$ cat config.mk
export PLATFORM = sky130hd
export DESIGN_NAME = hps_io
export DESIGN_NICKNAME = d
export VERILOG_FILES = /design/src/common/hps_pkg.sv /design/src/host_link/cmd_link.sv /design/src/host_link/file_loader.sv /design/src/ps2/ps2_kbd_tx.sv /design/src/ps2/ps2_tx_fifo.sv /design/src/source/hps_io.sv
export SDC_FILE = /design/constraint.sdc
export NUM_CORES = 1
export LEC_CHECK = 0
export ABC_AREA = 1
export ABC_CLOCK_PERIOD_IN_PS = 4300
export BUFFER_PORTS_ARGS = -buffer_cell sky130_fd_sc_hd__buf_2
export CORE_AREA = 2 2 247 249
export DETAILED_ROUTE_END_ITERATION = 10
export DIE_AREA = 0 0 249 251
export PLACE_DENSITY = 0.61
export SLEW_MARGIN = 20
export SYNTH_ARGS = -nofsm -noshare
export SYNTH_HDL_FRONTEND = slang
export SYNTH_HIERARCHICAL = 1
export SYNTH_SLANG_ARGS = --single-unit
$ cat constraint.sdc
create_clock -name clk_sys -period 4.3 [get_ports clk_sys]
set_clock_uncertainty 0.05 [all_clocks]
set_input_delay 0 -clock clk_sys [delete_from_list [all_inputs] [get_ports clk_sys]]
set_output_delay 0 -clock clk_sys [all_outputs]
set_load 0.02 [all_outputs]
$ cat src/common/hps_pkg.sv
// host link types: bus word, command opcodes, config and download structs, ps2 tx states
`default_nettype none

package hps_pkg;

	////////////////////////////////////////
	// widths
	////////////////////////////////////////

	localparam int HOST_W    = 16;
	localparam int DL_ADDR_W = 25;

	// one sample of the host bus
	typedef struct packed {
		logic              active;
		logic              strobe;
		logic [HOST_W-1:0] data;
	} hps_word_t;

	typedef enum logic [HOST_W-1:0] {
		CMD_CFG         = 16'h0001,
		CMD_JOY0        = 16'h0002,
		CMD_JOY1        = 16'h0003,
		CMD_KBD         = 16'h0005,
		CMD_CONF_STR    = 16'h0014,
		CMD_STATUS      = 16'h001E,
		CMD_STATUS_REQ  = 16'h0029,
		CMD_FILE_TX     = 16'h0053,
		CMD_FILE_TX_DAT = 16'h0054,
		CMD_FILE_INDEX  = 16'h0055
	} host_cmd_e;

	////////////////////////////////////////
	// core side outputs
	////////////////////////////////////////

	typedef struct packed {
		logic [1:0]  buttons;
		logic        forced_scandoubler;
		logic [15:0] joystick_0;
		logic [15:0] joystick_1;
		logic [31:0] status;
	} user_cfg_t;

	// byte wide download port
	typedef struct packed {
		logic                 download;
		logic                 wr;
		logic [7:0]           index;
		logic [DL_ADDR_W-1:0] addr;
		logic [7:0]           dout;
	} ioctl_t;

	typedef enum logic [2:0] {
		TX_IDLE,
		TX_HOLD,
		TX_DATA,
		TX_PARITY,
		TX_STOP
	} ps2_tx_state_e;

endpackage

`default_nettype wire

$ cat src/host_link/cmd_link.sv
// host command decoder: word counter, config registers, status request and readback
`default_nettype none
`timescale 1ns/1ns

module cmd_link
	import hps_pkg::*;
#(
	parameter int STRLEN = 4
) (
	input  wire                clk_sys,
	input  wire                rst_n,
	input  wire hps_word_t     host_in,
	input  wire [8*STRLEN-1:0] conf_str,
	input  wire [31:0]         status_in,
	input  wire                status_set,
	output logic [HOST_W-1:0]  host_dout,
	output user_cfg_t          cfg,
	output logic [7:0]         kbd_data,
	output logic               kbd_we
);

	// wide enough to saturate past the end of the config string
	localparam int CNT_W = $clog2(STRLEN + 4);

	logic [CNT_W-1:0] word_cnt;
	host_cmd_e        cmd;
	logic             payload_stb;
	logic             old_status_set;
	logic             status_rise;
	logic [3:0]       req_cnt;
	logic [31:0]      status_req;
	logic [7:0]       conf_byte;

	assign payload_stb = host_in.active && host_in.strobe && (word_cnt != '0);
	assign status_rise = status_set && !old_status_set;

	// byte k of conf_str, first byte at the top
	always_comb begin
		conf_byte = '0;
		for (int k = 1; k <= STRLEN; k++) begin
			if (int'(word_cnt) == k) begin
				conf_byte = conf_str[(STRLEN - k)*8 +: 8];
			end
		end
	end

	////////////////////////////////////////
	// status change request
	////////////////////////////////////////

	always_ff @(posedge clk_sys or negedge rst_n) begin
		if (!rst_n) begin
			old_status_set <= 1'b0;
			req_cnt        <= '0;
		end else begin
			old_status_set <= status_set;
			if (status_rise) begin
				req_cnt <= req_cnt + 4'd1;
			end
		end
	end

	always_ff @(posedge clk_sys) begin
		if (status_rise) begin
			status_req <= status_in;
		end
		if (payload_stb && cmd == CMD_KBD) begin
			kbd_data <= host_in.data[7:0];
		end
	end

	////////////////////////////////////////
	// command decode and readback
	////////////////////////////////////////

	always_ff @(posedge clk_sys or negedge rst_n) begin
		if (!rst_n) begin
			word_cnt  <= '0;
			cmd       <= host_cmd_e'(16'h0000);
			host_dout <= '0;
			cfg       <= '0;
			kbd_we    <= 1'b0;
		end else begin
			kbd_we <= 1'b0;
			if (!host_in.active) begin
				word_cnt  <= '0;
				host_dout <= '0;
			end else if (host_in.strobe) begin
				host_dout <= '0;
				if (word_cnt != '1) begin
					word_cnt <= word_cnt + CNT_W'(1);
				end
				if (word_cnt == '0) begin
					cmd <= host_cmd_e'(host_in.data);
					// request counter goes back on the command word itself
					if (host_in.data == CMD_STATUS_REQ) begin
						host_dout <= {8'h00, 4'hA, req_cnt};
					end
				end else begin
					case (cmd)
						CMD_CFG: begin
							cfg.buttons            <= host_in.data[1:0];
							cfg.forced_scandoubler <= host_in.data[4];
						end
						CMD_JOY0:     cfg.joystick_0 <= host_in.data;
						CMD_JOY1:     cfg.joystick_1 <= host_in.data;
						CMD_KBD:      kbd_we <= 1'b1;
						CMD_CONF_STR: host_dout <= {8'h00, conf_byte};
						CMD_STATUS: begin
							if (word_cnt == CNT_W'(1)) begin
								cfg.status[15:0] <= host_in.data;
							end else if (word_cnt == CNT_W'(2)) begin
								cfg.status[31:16] <= host_in.data;
							end
						end
						CMD_STATUS_REQ: begin
							if (word_cnt == CNT_W'(1)) begin
								host_dout <= status_req[15:0];
							end else if (word_cnt == CNT_W'(2)) begin
								host_dout <= status_req[31:16];
							end
						end
						default: ;
					endcase
				end
			end
		end
	end

	// host only strobes inside a frame
	a_strobe_in_frame: assert property (@(posedge clk_sys) disable iff (!rst_n)
		host_in.strobe |-> host_in.active);

endmodule

`default_nettype wire

$ cat src/host_link/file_loader.sv
// file download decoder: index, start and end of transfer, address counter and write pulse
`default_nettype none
`timescale 1ns/1ns

module file_loader
	import hps_pkg::*;
(
	input  wire            clk_sys,
	input  wire            rst_n,
	input  wire hps_word_t host_in,
	output ioctl_t         ioctl
);

	host_cmd_e            cmd;
	logic                 has_cmd;
	logic                 data_stb;
	logic                 dl_active;
	logic                 wr_d;
	logic                 wr_q;
	logic [7:0]           index_q;
	logic [DL_ADDR_W-1:0] dl_addr;
	logic [DL_ADDR_W-1:0] addr_q;
	logic [7:0]           dout_q;

	assign data_stb = host_in.active && host_in.strobe && has_cmd;

	assign ioctl = '{download: dl_active, wr: wr_q, index: index_q,
		addr: addr_q, dout: dout_q};

	// wr goes out one cycle after addr and dout settle
	always_ff @(posedge clk_sys or negedge rst_n) begin
		if (!rst_n) begin
			cmd       <= host_cmd_e'(16'h0000);
			has_cmd   <= 1'b0;
			dl_active <= 1'b0;
			wr_d      <= 1'b0;
			wr_q      <= 1'b0;
		end else begin
			wr_q <= wr_d;
			wr_d <= 1'b0;
			if (!host_in.active) begin
				has_cmd <= 1'b0;
			end else if (host_in.strobe && !has_cmd) begin
				cmd     <= host_cmd_e'(host_in.data);
				has_cmd <= 1'b1;
			end
			if (data_stb) begin
				case (cmd)
					CMD_FILE_TX:     dl_active <= (host_in.data[7:0] != 8'h00);
					CMD_FILE_TX_DAT: wr_d <= 1'b1;
					default: ;
				endcase
			end
		end
	end

	always_ff @(posedge clk_sys) begin
		if (data_stb) begin
			case (cmd)
				CMD_FILE_INDEX: index_q <= host_in.data[7:0];
				CMD_FILE_TX: begin
					// nonzero starts a transfer, zero ends it with the final count
					if (host_in.data[7:0] != 8'h00) begin
						dl_addr <= '0;
					end else begin
						addr_q <= dl_addr;
					end
				end
				CMD_FILE_TX_DAT: begin
					addr_q  <= dl_addr;
					dout_q  <= host_in.data[7:0];
					dl_addr <= dl_addr + DL_ADDR_W'(1);
				end
				default: ;
			endcase
		end
	end

endmodule

`default_nettype wire

$ cat src/ps2/ps2_kbd_tx.sv
// ps2 keyboard device transmitter with clock divider, hold-off and 11-bit frame shifter
`default_nettype none
`timescale 1ns/1ns

module ps2_kbd_tx
	import hps_pkg::*;
#(
	parameter int PS2_DIV   = 2000,
	parameter int FIFO_BITS = 5
) (
	input  wire       clk_sys,
	input  wire       rst_n,
	input  wire [7:0] wdata,
	input  wire       we,
	output logic      ps2_kbd_clk_out,
	output logic      ps2_kbd_data_out
);

	localparam int DIV_W = $clog2(PS2_DIV + 1);

	logic [DIV_W-1:0] div_cnt;
	logic             ps2_clk;
	logic             div_end;
	logic             ps2_rise;
	logic             ps2_fall;
	logic [7:0]       fifo_data;
	logic             fifo_ne;
	logic             pop;
	ps2_tx_state_e    state;
	logic [1:0]       hold_cnt;
	logic [3:0]       bit_cnt;
	logic [7:0]       tx_byte;
	logic             parity;

	ps2_tx_fifo #(
		.FIFO_BITS(FIFO_BITS)
	) u_fifo (
		.clk_sys  (clk_sys),
		.rst_n    (rst_n),
		.wdata    (wdata),
		.we       (we),
		.pop      (pop),
		.rdata    (fifo_data),
		.not_empty(fifo_ne)
	);

	assign div_end  = (div_cnt == DIV_W'(PS2_DIV - 1));
	assign ps2_rise = div_end && !ps2_clk;
	assign ps2_fall = div_end && ps2_clk;
	assign pop      = (state == TX_HOLD) && ps2_rise && (hold_cnt == 2'd3);

	////////////////////////////////////////
	// ps2 clock with a period of 2*PS2_DIV
	////////////////////////////////////////

	always_ff @(posedge clk_sys or negedge rst_n) begin
		if (!rst_n) begin
			div_cnt <= '0;
			ps2_clk <= 1'b0;
		end else if (div_end) begin
			div_cnt <= '0;
			ps2_clk <= !ps2_clk;
		end else begin
			div_cnt <= div_cnt + DIV_W'(1);
		end
	end

	// shift register and odd parity
	always_ff @(posedge clk_sys) begin
		if (pop) begin
			tx_byte <= fifo_data;
			parity  <= ~^fifo_data;
		end else if (state == TX_DATA && ps2_rise && bit_cnt != 4'd8) begin
			tx_byte <= {1'b0, tx_byte[7:1]};
		end
	end

	////////////////////////////////////////
	// frame FSM that moves data on the rise
	////////////////////////////////////////

	always_ff @(posedge clk_sys or negedge rst_n) begin
		if (!rst_n) begin
			state            <= TX_IDLE;
			hold_cnt         <= '0;
			bit_cnt          <= '0;
			ps2_kbd_clk_out  <= 1'b1;
			ps2_kbd_data_out <= 1'b1;
		end else begin
			if (ps2_rise) begin
				ps2_kbd_clk_out <= 1'b1;
			end
			// clock only pulses low while a frame is on the line
			if (ps2_fall) begin
				ps2_kbd_clk_out <= (state == TX_IDLE) || (state == TX_HOLD);
			end
			case (state)
				TX_IDLE: begin
					if (fifo_ne) begin
						hold_cnt <= '0;
						state    <= TX_HOLD;
					end
				end
				TX_HOLD: begin
					if (ps2_rise) begin
						hold_cnt <= hold_cnt + 2'd1;
						if (hold_cnt == 2'd3) begin
							// start bit
							ps2_kbd_data_out <= 1'b0;
							bit_cnt          <= '0;
							state            <= TX_DATA;
						end
					end
				end
				TX_DATA: begin
					if (ps2_rise) begin
						if (bit_cnt == 4'd8) begin
							ps2_kbd_data_out <= parity;
							state            <= TX_PARITY;
						end else begin
							ps2_kbd_data_out <= tx_byte[0];
							bit_cnt          <= bit_cnt + 4'd1;
						end
					end
				end
				TX_PARITY: begin
					if (ps2_rise) begin
						ps2_kbd_data_out <= 1'b1;
						state            <= TX_STOP;
					end
				end
				TX_STOP: begin
					if (ps2_rise) begin
						state <= TX_IDLE;
					end
				end
				default: state <= TX_IDLE;
			endcase
		end
	end

	// the byte of the coming frame waits in the FIFO for the whole hold-off
	a_start_needs_data: assert property (@(posedge clk_sys) disable iff (!rst_n)
		(state == TX_HOLD) |-> fifo_ne);

endmodule

`default_nettype wire

$ cat src/ps2/ps2_tx_fifo.sv
// circular byte buffer between the host link and the ps2 transmitter
`default_nettype none
`timescale 1ns/1ns

module ps2_tx_fifo #(
	parameter int FIFO_BITS = 5
) (
	input  wire        clk_sys,
	input  wire        rst_n,
	input  wire [7:0]  wdata,
	input  wire        we,
	input  wire        pop,
	output logic [7:0] rdata,
	output logic       not_empty
);

	localparam int DEPTH = 1 << FIFO_BITS;

	logic [7:0]         mem [DEPTH];
	// extra top bit tells full from empty
	logic [FIFO_BITS:0] wptr;
	logic [FIFO_BITS:0] rptr;
	logic               full;

	assign not_empty = (wptr != rptr);
	assign full = (wptr[FIFO_BITS] != rptr[FIFO_BITS])
		&& (wptr[FIFO_BITS-1:0] == rptr[FIFO_BITS-1:0]);
	assign rdata = mem[rptr[FIFO_BITS-1:0]];

	always_ff @(posedge clk_sys) begin
		if (we && !full) begin
			mem[wptr[FIFO_BITS-1:0]] <= wdata;
		end
	end

	always_ff @(posedge clk_sys or negedge rst_n) begin
		if (!rst_n) begin
			wptr <= '0;
			rptr <= '0;
		end else begin
			if (we && !full) begin
				wptr <= wptr + 1'b1;
			end
			if (pop && not_empty) begin
				rptr <= rptr + 1'b1;
			end
		end
	end

	// keyboard bytes are dropped if the host outruns the ps2 line
	a_no_overflow: assert property (@(posedge clk_sys) disable iff (!rst_n)
		we |-> !full);

endmodule

`default_nettype wire

$ cat src/source/hps_io.sv
// top level of the host link: command decoder, download port and ps2 keyboard transmitter
`default_nettype none
`timescale 1ns/1ns

module hps_io
	import hps_pkg::*;
#(
	parameter int STRLEN    = 4,
	parameter int PS2_DIV   = 2000,
	parameter int FIFO_BITS = 5
) (
	input  wire                clk_sys,
	input  wire                rst_n,
	input  wire hps_word_t     host_in,
	input  wire [8*STRLEN-1:0] conf_str,
	input  wire [31:0]         status_in,
	input  wire                status_set,
	input  wire                ioctl_wait,
	output logic [HOST_W-1:0]  host_dout,
	output logic               host_wait,
	output user_cfg_t          cfg,
	output ioctl_t             ioctl,
	output logic               ps2_kbd_clk_out,
	output logic               ps2_kbd_data_out
);

	logic [7:0] kbd_data;
	logic       kbd_we;

	// no buffering, the host holds off on its own
	assign host_wait = ioctl_wait;

	cmd_link #(
		.STRLEN(STRLEN)
	) u_cmd_link (
		.clk_sys   (clk_sys),
		.rst_n     (rst_n),
		.host_in   (host_in),
		.conf_str  (conf_str),
		.status_in (status_in),
		.status_set(status_set),
		.host_dout (host_dout),
		.cfg       (cfg),
		.kbd_data  (kbd_data),
		.kbd_we    (kbd_we)
	);

	file_loader u_file_loader (
		.clk_sys(clk_sys),
		.rst_n  (rst_n),
		.host_in(host_in),
		.ioctl  (ioctl)
	);

	ps2_kbd_tx #(
		.PS2_DIV  (PS2_DIV),
		.FIFO_BITS(FIFO_BITS)
	) u_ps2_kbd_tx (
		.clk_sys         (clk_sys),
		.rst_n           (rst_n),
		.wdata           (kbd_data),
		.we              (kbd_we),
		.ps2_kbd_clk_out (ps2_kbd_clk_out),
		.ps2_kbd_data_out(ps2_kbd_data_out)
	);

endmodule

`default_nettype wire

# Word-level counts from Yosys, hierarchy flattened
# Memory sizes are Yosys's and may differ from the RTL's.
# Index checks and enable logic that the tools add are counted.
# totals
input_bits	86
output_inout_bits	129
latchBits	0
mem_bits_ro	0
memories	1
mem_bits_rw	256
wordCells	189
ff_bits	278
# mem_list
name	depth	width	read_ports	rd_clocked_by_memory_dff	wr	line	rtl
u_ps2_kbd_tx.u_fifo.mem	32	8	1	0	1	ps2_tx_fifo.sv:19	logic [7:0] mem [DEPTH];
# classes
magnitude_cmp	0
div	0
n_bitwise	2
mux	54
reduce_logical	48
add_sub_neg	8
multipliers	0
eq_ne	42
n_shift	0
# ops
operator	n
$pmux 25 s2	2
$mux 16	5
$mux 8	7
$mux 25	2
$eq 16x7->1 const B	3
$eq 16x2->1 const B	2
$eq 16x5->1 const B	2
$eq 16x6->1 const B	2
$pmux 16 s2	1
$mux 3	10
$add 25x1->25 const B	1
$eq 16x1->1 const B	1
$eq 16x3->1 const B	1
$mux 1	16
$mux 4	4
$logic_and 1x1->1	15
$pmux 3 s5	1
$reduce_and 5->1	3
$ne 2x1->1 const B	7
$add 6x1->6 const B	2
$eq 3x2->1 const B	4
$eq 3x3->1 const B	4
$ne 2x2->1 const B	6
$reduce_and 3->1	4
30 further kinds	49

# Longest topological paths before layout
# Gate-level depths: netlist of the first run.
# depth
depth_word	9
mapped_depth	15
ltp_nobuf	12

# Modules after synthesis
# Netlist of the first run, hierarchy kept.
# modules_own_cells
module	area_per_inst_um2	seq_area_each_um2	n_inst	cells_per_inst
ps2_tx_fifo	11898.9	7987.7	1	1161
cmd_link	6331.1	3903.7	1	675
file_loader	3679.8	2482.4	1	322
ps2_kbd_tx	1756.7	848.3	1	209
hps_io	7.5	0.0	1	1

# Least setup slack after synthesis of the first run
# Ideal clock, no wire load.
# synth_timing
kind	register to register
startpoint	register u_file_loader.cmd[15]
endpoint	register u_file_loader.dl_addr[0], enable pin
required_time_ns	3.835
setup_slack_ns	1.698
path_stages_with_launch	6
path_buffers	0
period_less_slack_ns	2.602
setup_time_ns	0.415
t_arrival_ns	2.137
path_cell_list	dfrtp_1 nor2_1 nand2_1 nor2_4 nand3_1 a21oi_1
# synth_via
elab_chain_cells	3
elab_cells_between_ends	5
classes_between	3 x eq/ne; 2 x reduce/logical
# synth_lines
item	line	rtl
from (decl)	file_loader.sv:14	host_cmd_e cmd;
from (signal assigned)	file_loader.sv:33	cmd <= host_cmd_e'(16'h0000);
from (signal assigned)	file_loader.sv:44	cmd <= host_cmd_e'(host_in.data);
$eq 16x7->1	file_loader.sv:59	case (cmd)
$ne 2x1->1 (no source line) / $reduce_bool 2->1 (equally long branches)	-	
$reduce_and 3->1 (no source line) *	-	
to (signal assigned)	file_loader.sv:72	dl_addr <= dl_addr + DL_ADDR_W'(1);
to (decl)	file_loader.sv:21	logic [DL_ADDR_W-1:0] dl_addr;
# Mark *: on every way between the ends. The rest lies on a longest branch, timed or not.
# A chain may end at the register's enable or synchronous reset.

# Worst setup path after layout of the first run
# layout_timing
startpoint	register u_cmd_link.word_cnt[1]
endpoint	register u_cmd_link.host_dout[6]
# layout_via
elab_chain_cells	9
elab_cells_between_ends	17
classes_between	6 x eq/ne; 10 x mux; 1 x reduce/logical
# layout_lines
item	line	rtl
from (decl)	cmd_link.sv:25	logic [CNT_W-1:0] word_cnt;
from (signal assigned)	cmd_link.sv:91	word_cnt <= word_cnt + CNT_W'(1);
$eq 3x2->1	cmd_link.sv:41	if (int'(word_cnt) == k) begin
$mux 8 (4 in a row)	cmd_link.sv:41	
$pmux 16 s2	cmd_link.sv:100	case (cmd)
$mux 16 *	cmd_link.sv:93	if (word_cnt == '0) begin
$mux 16 *	cmd_link.sv:88	end else if (host_in.strobe) begin
$mux 16 *	cmd_link.sv:85	if (!host_in.active) begin
to (signal assigned)	cmd_link.sv:97	host_dout <= {8'h00, 4'hA, req_cnt};
to (signal assigned)	cmd_link.sv:108	CMD_CONF_STR: host_dout <= {8'h00, conf_byte};
to (signal assigned)	cmd_link.sv:118	host_dout <= status_req[15:0];
to (decl)	cmd_link.sv:16	output logic [HOST_W-1:0] host_dout,
# Mark *: on every way between the ends. The rest lies on a longest branch, timed or not. The select of a mux whose other input is x is not followed.

==> results.py, run 1 <==
metrics = {
    "outcome": {
        "status": "finished, violations left",
        "failed_checks": "hold timing",
    },
    "synthesis": {
        "synth.top_cells.by_area": "edfxtp_1 (47%), dfrtp_1 (17%), nand2_1 (11%), nand3_1 (5.2%), inv_1 (4.3%)",
        "synth_cell_types": 47,
        "avgSynthCellArea_um2": 10.0,
        "synth.top_cell.area_share_pct": 47.1,
        "syn-cell-area_um2": 23700,
        "synthFlopType": "edfxtp_1",
        "synth_edf_count": 371,
        "yosys_warnings": 6,
        "async_flop_share_pct": 30.5,
        "synthTopCellsByCount": "nand2_1 (723), edfxtp_1 (371), inv_1 (271)",
        "ys_seq_elements": 534,
        "synth_fp_nets": 2471,
        "synthCells": 2368,
        "synthMostInstantiatedCell": "nand2_1",
        "yosysSeqAreaShare_pct": 64.3,
        "yosysTopAreaCell": "edfxtp_1",
    },
    "clock_network": {
        "clk_pin_slew_ps": 60,
        "clkLatencyLatePin_ps": 610,
        "clock_sinks": 534,
        "post_cts_buffers": 0,
        "cts_resized": 0,
        "ctsRootBufferMaster": "clkbuf_16",
        "cts_hold_buffers": 70,
        "numCtsBuffers": 55,
        "cts_tree": "done",
        "htreeDepth": 2,
        "cts.path.max_buffers": 3,
    },
    "detailed_routing": {
        "drt.antenna.violating_nets": 0,
        "drt-total-wl_um": 59500,
        "vias": 17200,
        "via_per_inst": 4.96,
        "wire_per_inst_um": 17.1,
        "drtIter0Drc": 1463,
        "drc": 0,
        "drtPass1Iterations": 5,
    },
    "finish": {
        "area_growth_syn_to_layout_pct": 18.3,
        "n_antenna_cell": 0,
        "layout.nets": 2749,
        "fin_util_pct": 46.8,
        "post-route-cell-area_um2": 28000,
        "regArea_um2": 15200,
        "multi_input_area_um2": 6930,
        "instances_no_fill": 3473,
        "drive_gt1_share_pct": 16.1,
        "fillers": 5415,
    },
    "global_route": {
        "gr-usage-all-layers_pct": 19.0,
        "grt_max_degree": 98,
        "grt_pass1_vias": 17100,
        "grt_pass1_wl_um": 94400,
        "overflow": 0,
        "antenna_found_initial": 0,
    },
    "timing": {
        "fmax_mhz": 314,
        "relSlewSlack_pct": 26.8,
        "finalSetupViolations": 0,
        "rsz0062_at_grt": "no",
        "hold_ws_ps": -7.92,
        "final_hold_viol_count": 3,
        "period_minus_slack_ps": 3180,
        "fin_crit_sh_pct": 74.0,
        "slew_violations": 0,
        "worst_pin_slew_ps": 1100,
        "tns_ps": 0,
    },
    "floorplanning": {
        "dieArea_um2": 62500,
        "die_h_um": 251,
        "die-width_um": 249,
        "start_util_pct": 39.6,
        "core_um2": 59800,
        "rows": 90,
        "num_io_pins": 215,
    },
    "place": {
        "dp_hpwl_um": 38800,
        "io_buffers": 212,
        "gp_congestion": 0.823,
        "place_area_um2": 25500,
        "dp.cells": 3301,
    },
    "run": {
        "cap_violations": 0,
    },
    "setup_path": {
        "cp-end-kind": "flip-flop",
        "cp.required_ps": 4800,
        "cp-start-kind": "flip-flop",
        "worst-setup-path-type": "reg -> reg",
        "crit_fanout": 19,
        "crit_arrival_ps": 3690,
    },
    "power": {
        "leakage_nw": 11.9,
        "peakVddDrop_mv": 0.316,
        "p_per_area_nw_per_um2": 401,
    },
    "worst_hold_path": {
        "hold_class": "in -> async",
    },
}
[power breakdown]
part,internal (mW),switching (mW)
registers,5.61,0.110
logic,0.277,0.500
clock network,2.75,1.99
total,8.64,2.60
[cells by family (layout without fill, tap and decap cells)]
kind of cell | count (synthesis) | count (layout) | synth area share [%]
AOI/OAI and AO/OA | 170 | 170 | 3.96
xor gates and xnor gates | 31 | 31 | 1.15
adders and majority gates | 17 | 17 | 0.898
buffers and inverters | 375 | 698 | 6.55
DFF | 534 | 534 | 64.3
muxes | 11 | 11 | 0.523
and+or+nand+nor | 1230 | 1230 | 22.6
[registers in the layout, summed over array words and instances, names as in the netlist, 2 cells and up]
signal                    cells
u_file_loader/dout_q          8
u_file_loader/cmd            16
u_cmd_link/host_dout         16
u_file_loader/dl_addr        25
u_cmd_link/word_cnt           3
u_cmd_link/cfg               67
u_ps2_kbd_tx/bit_cnt          4
u_ps2_kbd_tx/state            3
u_cmd_link/status_req        32
u_cmd_link/cmd               16
u_ps2_kbd_tx/div_cnt         11
u_ps2_kbd_tx/u_fifo/rptr      6
u_ps2_kbd_tx/tx_byte          8
u_file_loader/index_q         8
u_ps2_kbd_tx/u_fifo/wptr      6
u_ps2_kbd_tx/u_fifo/mem     256
u_cmd_link/kbd_data           8
u_file_loader/addr_q         25
u_cmd_link/req_cnt            4
u_ps2_kbd_tx/hold_cnt         2
[critical path, cell delays in order, from the launching register on]
cell           delay, ps
dfrtp_1              410
inv_1                110
ha_1                 450
inv_2                200
nor2_2               750
nand3_1              140
nand3_1              110
o21ai_0              100
nand2_1               70
nand3_1               80
dlygate4sd3_1        580
nand2_1               70
[layout make-up]
type,instances,area share (%)
multi-input cells,1459,24.7
clock inverters,29,1.09
inverters,288,3.91
clock buffers,73,5.34
well taps,782,3.49
repair buffers,308,7.06
flip-flops and latches,534,54.4
[final timing paths]
kind	slack [ps]	endpoint	from	cells past startpoint
min	-8	u_cmd_link/cfg[14]	rst_n	2
max reg2reg	1120	u_cmd_link/host_dout[6]	u_cmd_link/word_cnt[1]	11
min reg2reg	300	u_file_loader/wr_q	u_file_loader/wr_d	0
max	1120	u_cmd_link/host_dout[6]	u_cmd_link/word_cnt[1]	11
max in group asynchronous	3150	u_cmd_link/host_dout[9]	rst_n	3
min in group clk_sys	50	u_cmd_link/status_req[15]	status_in[15]	2
[per-layer routing]
layer | routed length (um) | vias up | track usage [%]
li1 | - | 8272 | -
met1 | 25600 | 8329 | 25.0
met4 | 1570 | 0 | 5.99
met5 | 0 | - | 0
met3 | 3890 | 99 | 4.01
met2 | 28400 | 521 | 31.6
[layout by cell type, fill, tap and decap left out, types with 11 or more instances in the layout]
cell type	n
clkbuf_1	14
xnor2_1	12
ha_1	17
dlygate4sd3_1	70
o21ai_1	36
clkinv_2	11
buf_4	25
nand3_1	248
nor2_1	154
nand4_1	11
nand2_1	722
a21oi_1	46
dfrtp_1	159
o21ai_0	59
clkinv_1	11
xor2_1	19
buf_2	211
inv_1	270
nor2_4	20
inv_2	12
edfxtp_1	371
nand2_2	14
mux2_2	11
clkbuf_16	56
nor2_2	22
[through the flow]
| step | worst slack, ps | total power, mW |
|---|---|---|
| floorplan | 1700 | 6.29 |
| global placement | 1220 | 6.52 |
| detailed placement | 1450 | 6.55 |
| CTS | 1050 | 11.4 |
| global route | 818 | 11.7 |
| finish | 1120 | 11.2 |
(Power assumes the default switching activity.)
==> run 2, diff against run 1 <==
--- a/config.mk
+++ b/config.mk
@@ -6,12 +6,12 @@
 export NUM_CORES = 1
 export LEC_CHECK = 0
 export ABC_AREA = 1
-export ABC_CLOCK_PERIOD_IN_PS = 4300
+export ABC_CLOCK_PERIOD_IN_PS = 2700
 export BUFFER_PORTS_ARGS = -buffer_cell sky130_fd_sc_hd__buf_2
 export CORE_AREA = 2 2 247 249
 export DETAILED_ROUTE_END_ITERATION = 10
 export DIE_AREA = 0 0 249 251
-export PLACE_DENSITY = 0.61
+export PLACE_DENSITY = 0.63
 export SLEW_MARGIN = 20
 export SYNTH_ARGS = -nofsm -noshare
 export SYNTH_HDL_FRONTEND = slang
==> constraint.sdc (replaced) <==
create_clock -name clk_sys -period 2.7 [get_ports clk_sys]
set_clock_uncertainty 0.05 [all_clocks]
set_input_delay 0 -clock clk_sys [delete_from_list [all_inputs] [get_ports clk_sys]]
set_output_delay 0 -clock clk_sys [all_outputs]
set_load 0.02 [all_outputs]
==> results.py, run 2 (synthesized netlist as in run 1, its figures left out) <==
metrics = {
    "timing": {
        "period_minus_slack_ps": 2500,
        "fmax_mhz": 399,
        "slew_violations": 0,
        "finalSetupViolations": 0,
        "fin_crit_sh_pct": 92.7,
        "final.setup.worst_slack_ps": 197,
        "rsz0062_at_grt": "no",
        "worst_pin_slew_ps": 849,
        "tns_ps": 0,
        "final_hold_viol_count": 0,
        "relSlewSlack_pct": 43.2,
    },
    "clock_network": {
        "cts_tree": "done",
        "clk_pin_slew_ps": 60,
        "htreeDepth": 2,
        "post_cts_buffers": 0,
        "ctsRootBufferMaster": "clkbuf_16",
        "cts.path.max_buffers": 3,
        "clkLatencyLatePin_ps": 610,
        "numCtsBuffers": 53,
        "clock_sinks": 534,
    },
    "finish": {
        "layout.nets": 2772,
        "drive_gt1_share_pct": 16.8,
        "multi_input_area_um2": 6930,
        "largest_register_ffs": 256,
        "fillers": 5422,
        "mostFrequentLayoutCell": "nand2_1",
        "final_cell_mix": "nand2_1 (723), edfxtp_1 (371), inv_1 (270)",
        "regArea_um2": 15200,
        "area_growth_syn_to_layout_pct": 19.3,
    },
    "power": {
        "peakVddDrop_mv": 0.451,
        "leakage_nw": 12.0,
        "p_per_area_nw_per_um2": 631,
    },
    "worst_hold_path": {
        "min_path_cells": 9,
        "hold_class": "in -> reg",
    },
    "detailed_routing": {
        "via_per_inst": 4.98,
        "wire_per_inst_um": 17.2,
        "drtIter0Drc": 1337,
        "drt-total-wl_um": 60000,
        "drc": 0,
        "drtPass1Iterations": 6,
        "drt.antenna.violating_nets": 0,
        "vias": 17400,
    },
    "global_route": {
        "grt_max_degree": 73,
        "overflow": 0,
        "grt_pass1_wl_um": 94800,
        "antenna_found_initial": 0,
        "gr-usage-all-layers_pct": 19.2,
        "grt_pass1_vias": 17300,
    },
    "floorplanning": {
        "num_io_pins": 215,
        "dieArea_um2": 62500,
        "die-width_um": 249,
        "start_util_pct": 39.6,
        "rows": 90,
        "core_um2": 59800,
        "die_h_um": 251,
    },
    "place": {
        "gp_congestion": 0.895,
        "dp_hpwl_um": 39200,
        "io_buffers": 212,
        "dp_slack_ps": 315,
    },
    "setup_path": {
        "cp-end-kind": "flip-flop",
        "crit_arrival_ps": 2990,
        "cp-start-kind": "flip-flop",
        "reg2reg_depth": 12,
        "crit_fanout": 18,
        "worst-setup-path-type": "reg -> reg",
        "cp.required_ps": 3190,
    },
    "run": {
        "cap_violations": 0,
    },
    "outcome": {
        "status": "complete, no violations",
    },
}
[run 2: final timing paths]
path / from / end / slack, ps
worst max-delay path: u_cmd_link/word_cnt[1] / u_cmd_link/host_dout[6] / 200
worst min-delay path: conf_str[29] / u_cmd_link/host_dout[5] / 40
worst max register to register: u_cmd_link/word_cnt[1] / u_cmd_link/host_dout[6] / 200
worst min register to register: u_file_loader/wr_d / u_file_loader/wr_q / 310
max in group asynchronous: rst_n / u_ps2_kbd_tx/ps2_kbd_clk_out / 1650
min in group asynchronous: rst_n / u_cmd_link/cfg[62] / 510
[run 2: stage by stage]
step	hold WS [ps]	instance area [um^2]	utilization (%)	std cells	total power, mW
2_1_floorplan	-346	23700	-	2368	10.0
3_3_place_gp	-49.9	25700	43.0	3323	10.4
4_1_cts	10.1	28200	47.2	3494	18.0
5_1_grt	47.5	28200	47.2	3494	18.5
3_5_place_dp	-49.9	25700	43.0	3323	10.4
6_report	44.4	28200	47.2	3495	17.8
[run 2: repair_timing]
action	4_1_cts	5_1_grt
gates resized for setup	0	3
endpoints found under the hold margin	336	0
endpoints found under the setup margin	0	2
hold buffers	73	0
[run 2: critical path, cell delays in order (launching register included)]
cell	delay [ps]
dfrtp_1	410
inv_1	120
ha_2	300
inv_2	120
nor2_2	130
buf_4	260
nand3_1	100
nand3_1	70
o21ai_0	100
nand2_1	70
nand3_1	70
dlygate4sd3_1	560
nand2_1	60
[run 2: area by class of cell]
cell class	instances	area share, %
flip-flops and latches	534	53.9
multi-input cells	1459	24.5
repair buffers	333	7.97
clock buffers	69	5.16
inverters	288	3.88
well taps	782	3.47
clock inverters	29	1.05
diodes	1	0.00886
[run 2: report_power, final]
part           switching [mW]  leakage (nW)  internal [mW]
Clock                    3.16         0.854           4.29
Combinational           0.799          5.77          0.465
Sequential              0.180          5.41           8.93
[run 2: per-layer routing]
metal	global-route usage [%]	up-vias	wire, um
li1	-	8324	-
met1	24.9	8353	24900
met2	31.7	618	28900
met3	3.80	125	4210
met4	7.97	0	2040
met5	0	-	0
